`config.mk`:
```
export PLATFORM = sky130hd
export DESIGN_NAME = PipeReg
export DESIGN_NICKNAME = d
export VERILOG_FILES = /design/src/verilog/PipeReg.sv
export SDC_FILE = /design/constraint.sdc
export NUM_CORES = 1
export LEC_CHECK = 0
export CAP_MARGIN = 10
export CORE_MARGIN = 4
export CORE_UTILIZATION = 30
export DETAILED_ROUTE_END_ITERATION = 7
export DONT_BUFFER_PORTS = 1
export GPL_TIMING_DRIVEN = 0
export PLACE_DENSITY = 0.52
export SYNTH_ARGS = -nofsm -noshare
export SYNTH_HDL_FRONTEND = slang
export SYNTH_SLANG_ARGS = --single-unit
```
`constraint.sdc`:
```
create_clock -name clk -period 1.25 [get_ports clk]
set_input_delay 0.0625 -clock clk [delete_from_list [all_inputs] [get_ports clk]]
set_output_delay 0.0625 -clock clk [all_outputs]
set_load 0.01 [all_outputs]
```
`src/verilog/PipeReg.sv`:
```
`timescale 1ns/1ps

module PipeReg #(
    parameter type payloadT = logic [31:0]
) (
    input  logic    clk,
    input  logic    rstN,
    input  logic    inValid,
    input  payloadT inData,
    output logic    inReady,
    output logic    outValid,
    output payloadT outData,
    input  logic    outReady
);

    // an empty slot, or one being drained this cycle, can take a new item.
    assign inReady = !outValid || outReady;

    always_ff @(posedge clk or negedge rstN) begin
        if (!rstN) begin
            outValid <= 1'b0;
        end else if (inReady) begin
            outValid <= inValid;
        end
    end

    // payload only moves on an accepted transfer.
    always_ff @(posedge clk) begin
        if (inValid && inReady) begin
            outData <= inData;
        end
    end

endmodule

```
==> metrics.txt <==
run status=complete, no violations; total power=0.00229 W; Mapped Area=1010 sq um; CTS tree=yes; initial antenna violation count=0; drc violations=0; Min-Delay Path Class=input port to flip-flop; All-Layer GR Usage=0.0992; final std cells w/o fill=125; clk slew on worst S/H paths=100 ps; routed length per instance=17.3 um; PortBufs=0; clock tree buffer depth=2; CP endpoint kind=flip-flop; Post-Synthesis Cells=36; global-route wire length before repair=2900 um; Synth cell types=5; Max-Cap Viols=0; Core ar.=3150 sq um; skew final=8.54 ps; final hold vios=0; worst setup path class=flip-flop to flip-flop; die width=66.2 um; initial core utilization=0.322; Sum Neg Setup Slack=0 ps; Layout area overhead=50.2%; root buf cell=clkbuf_4; PD cells=1500 nW/um^2; Routed WL=2160 um; synthesized area per cell=28.2 sq um; CP Data Required Time=1260 ps; Die Y=66.2 um; Clock Latency Late Sink=320 ps; # H-tree levels=2; Via density=4.28; diode count=0; Die ar.=4380 sq um; Tmin final=1190 ps; Lkg Pwr=0.532 nW; Period Utilization, post-route=0.954; dpl ws=-101 ps; Post-DRT Antenna Nets=0; critical-path cell list=nand2b_4 -> and2_4; total gr overflow=0; startpoint types=flip-flop; Post-Syn Nets=72; RSZ-0062 raised after global routing=false; Yosys warning count=0; Final Slew Violations=0; NumNets Final=116; RD Place Congestion=0.575; Worst VDD drop=0.707 mV; Setup Buffers After CTS=0; routed vias=535; row cnt=20; fraction of the yosys area taken by sequential cells=0.972; maximum clock frequency=0.839 GHz; Worst Max-Slew Pin Slew=223 ps; layout cell share with drive strength beyond 1=0.123; Worst Setup Slack, final=57.6 ps; initial drt markers=25; crit path max-delay cell type=dfrtp_1; vias in the first global route=570; largest net degree at the start of global routing=17; worst-path maximum fanout=16; first drt pass iteration count=3; Top Ports=70; CTS Buf Count=5; Crit path largest cell delay=450 ps; placed insts=80; normalized max-slew margin=0.851; crit-path leading delay family=flip-flops; clk sinks=33; Seq cells post-synth=33; final setup fails=0; critical path arrival=1210 ps; crit path buf inv count=0
-- cell usage after synthesis, drive strengths merged --
master	count	area, sq um
edfxtp	32	961
nand2b	2	20.0
and2	1	8.76
dfrtp	1	25.0
-- layout make-up --
cell class	instances	area, sq um
Multi-Input combinational cell	4	37.5
Fill cell	278	1630
Clock buffer	7	55.1
Clock inverter	1	30.0
Tap cell	44	55.1
Timing Repair Buffer	36	360
Sequential cell	33	986
-- registers in the layout, indices dropped and copies added (netlist names) --
signal,count
outData,32
outValid,1
-- cell families after synthesis --
kind of cell	Yosys count	share of synthesized area
flip-flops	33	0.972
AND/OR/NAND/NOR	3	0.0284
-- layout by cell type (no fill, tap or decap) --
| master | count |
|---|---|
| nand2b_4 | 1 |
| clkbuf_8 | 1 |
| dlygate4sd3_1 | 36 |
| clkbuf_4 | 5 |
| edfxtp_1 | 32 |
| clkbuf_1 | 1 |
| nand2b_1 | 1 |
| bufinv_16 | 1 |
| and2_4 | 2 |
| dfrtp_1 | 1 |
-- through the flow --
stage | util | hold WS, ps | cell area, sq um
2_1_floorplan | - | -233 | 1010
3_3_place_gp | 0.339 | -233 | 1070
3_5_place_dp | 0.339 | -233 | 1070
4_1_cts | 0.483 | 109 | 1520
5_1_grt | 0.483 | 102 | 1520
6_report | 0.483 | 120 | 1520
-- worst paths after layout --
path	start	slack (ps)	end	cells after the start
max	outValid$_DFFE_PN0P_	60	outData[6]$_DFFE_PP_	2
min	inValid	120	outData[14]$_DFFE_PP_	1
max reg2reg	outValid$_DFFE_PN0P_	60	outData[6]$_DFFE_PP_	2
min reg2reg	outValid$_DFFE_PN0P_	660	outValid$_DFFE_PN0P_	2
max in group asynchronous	rstN	680	outValid$_DFFE_PN0P_	2
min in group asynchronous	rstN	470	outValid$_DFFE_PN0P_	2
-- metal layers --
layer,routed length (um),up-vias,track usage
met1,761,252,0.0855
met2,1130,43,0.181
met3,227,6,0.0510
met5,0,-,0
li1,-,234,-
met4,43,0,0.0533
-- repair_timing --
action,4_1_cts,5_1_grt
setup endpoints to repair,32,0
gates resized for setup,1,0
hold buffers,36,0
endpoints found under the hold margin,34,0
-- power by group --
part | internal [W] | total, W | switching (W)
sequential | 0.00129 | 0.00134 | 0.0000549
clock | 0.000478 | 0.000819 | 0.000341
combinational | 0.0000845 | 0.000130 | 0.0000459
No activity file was read; power rests on OpenSTA's default activity.
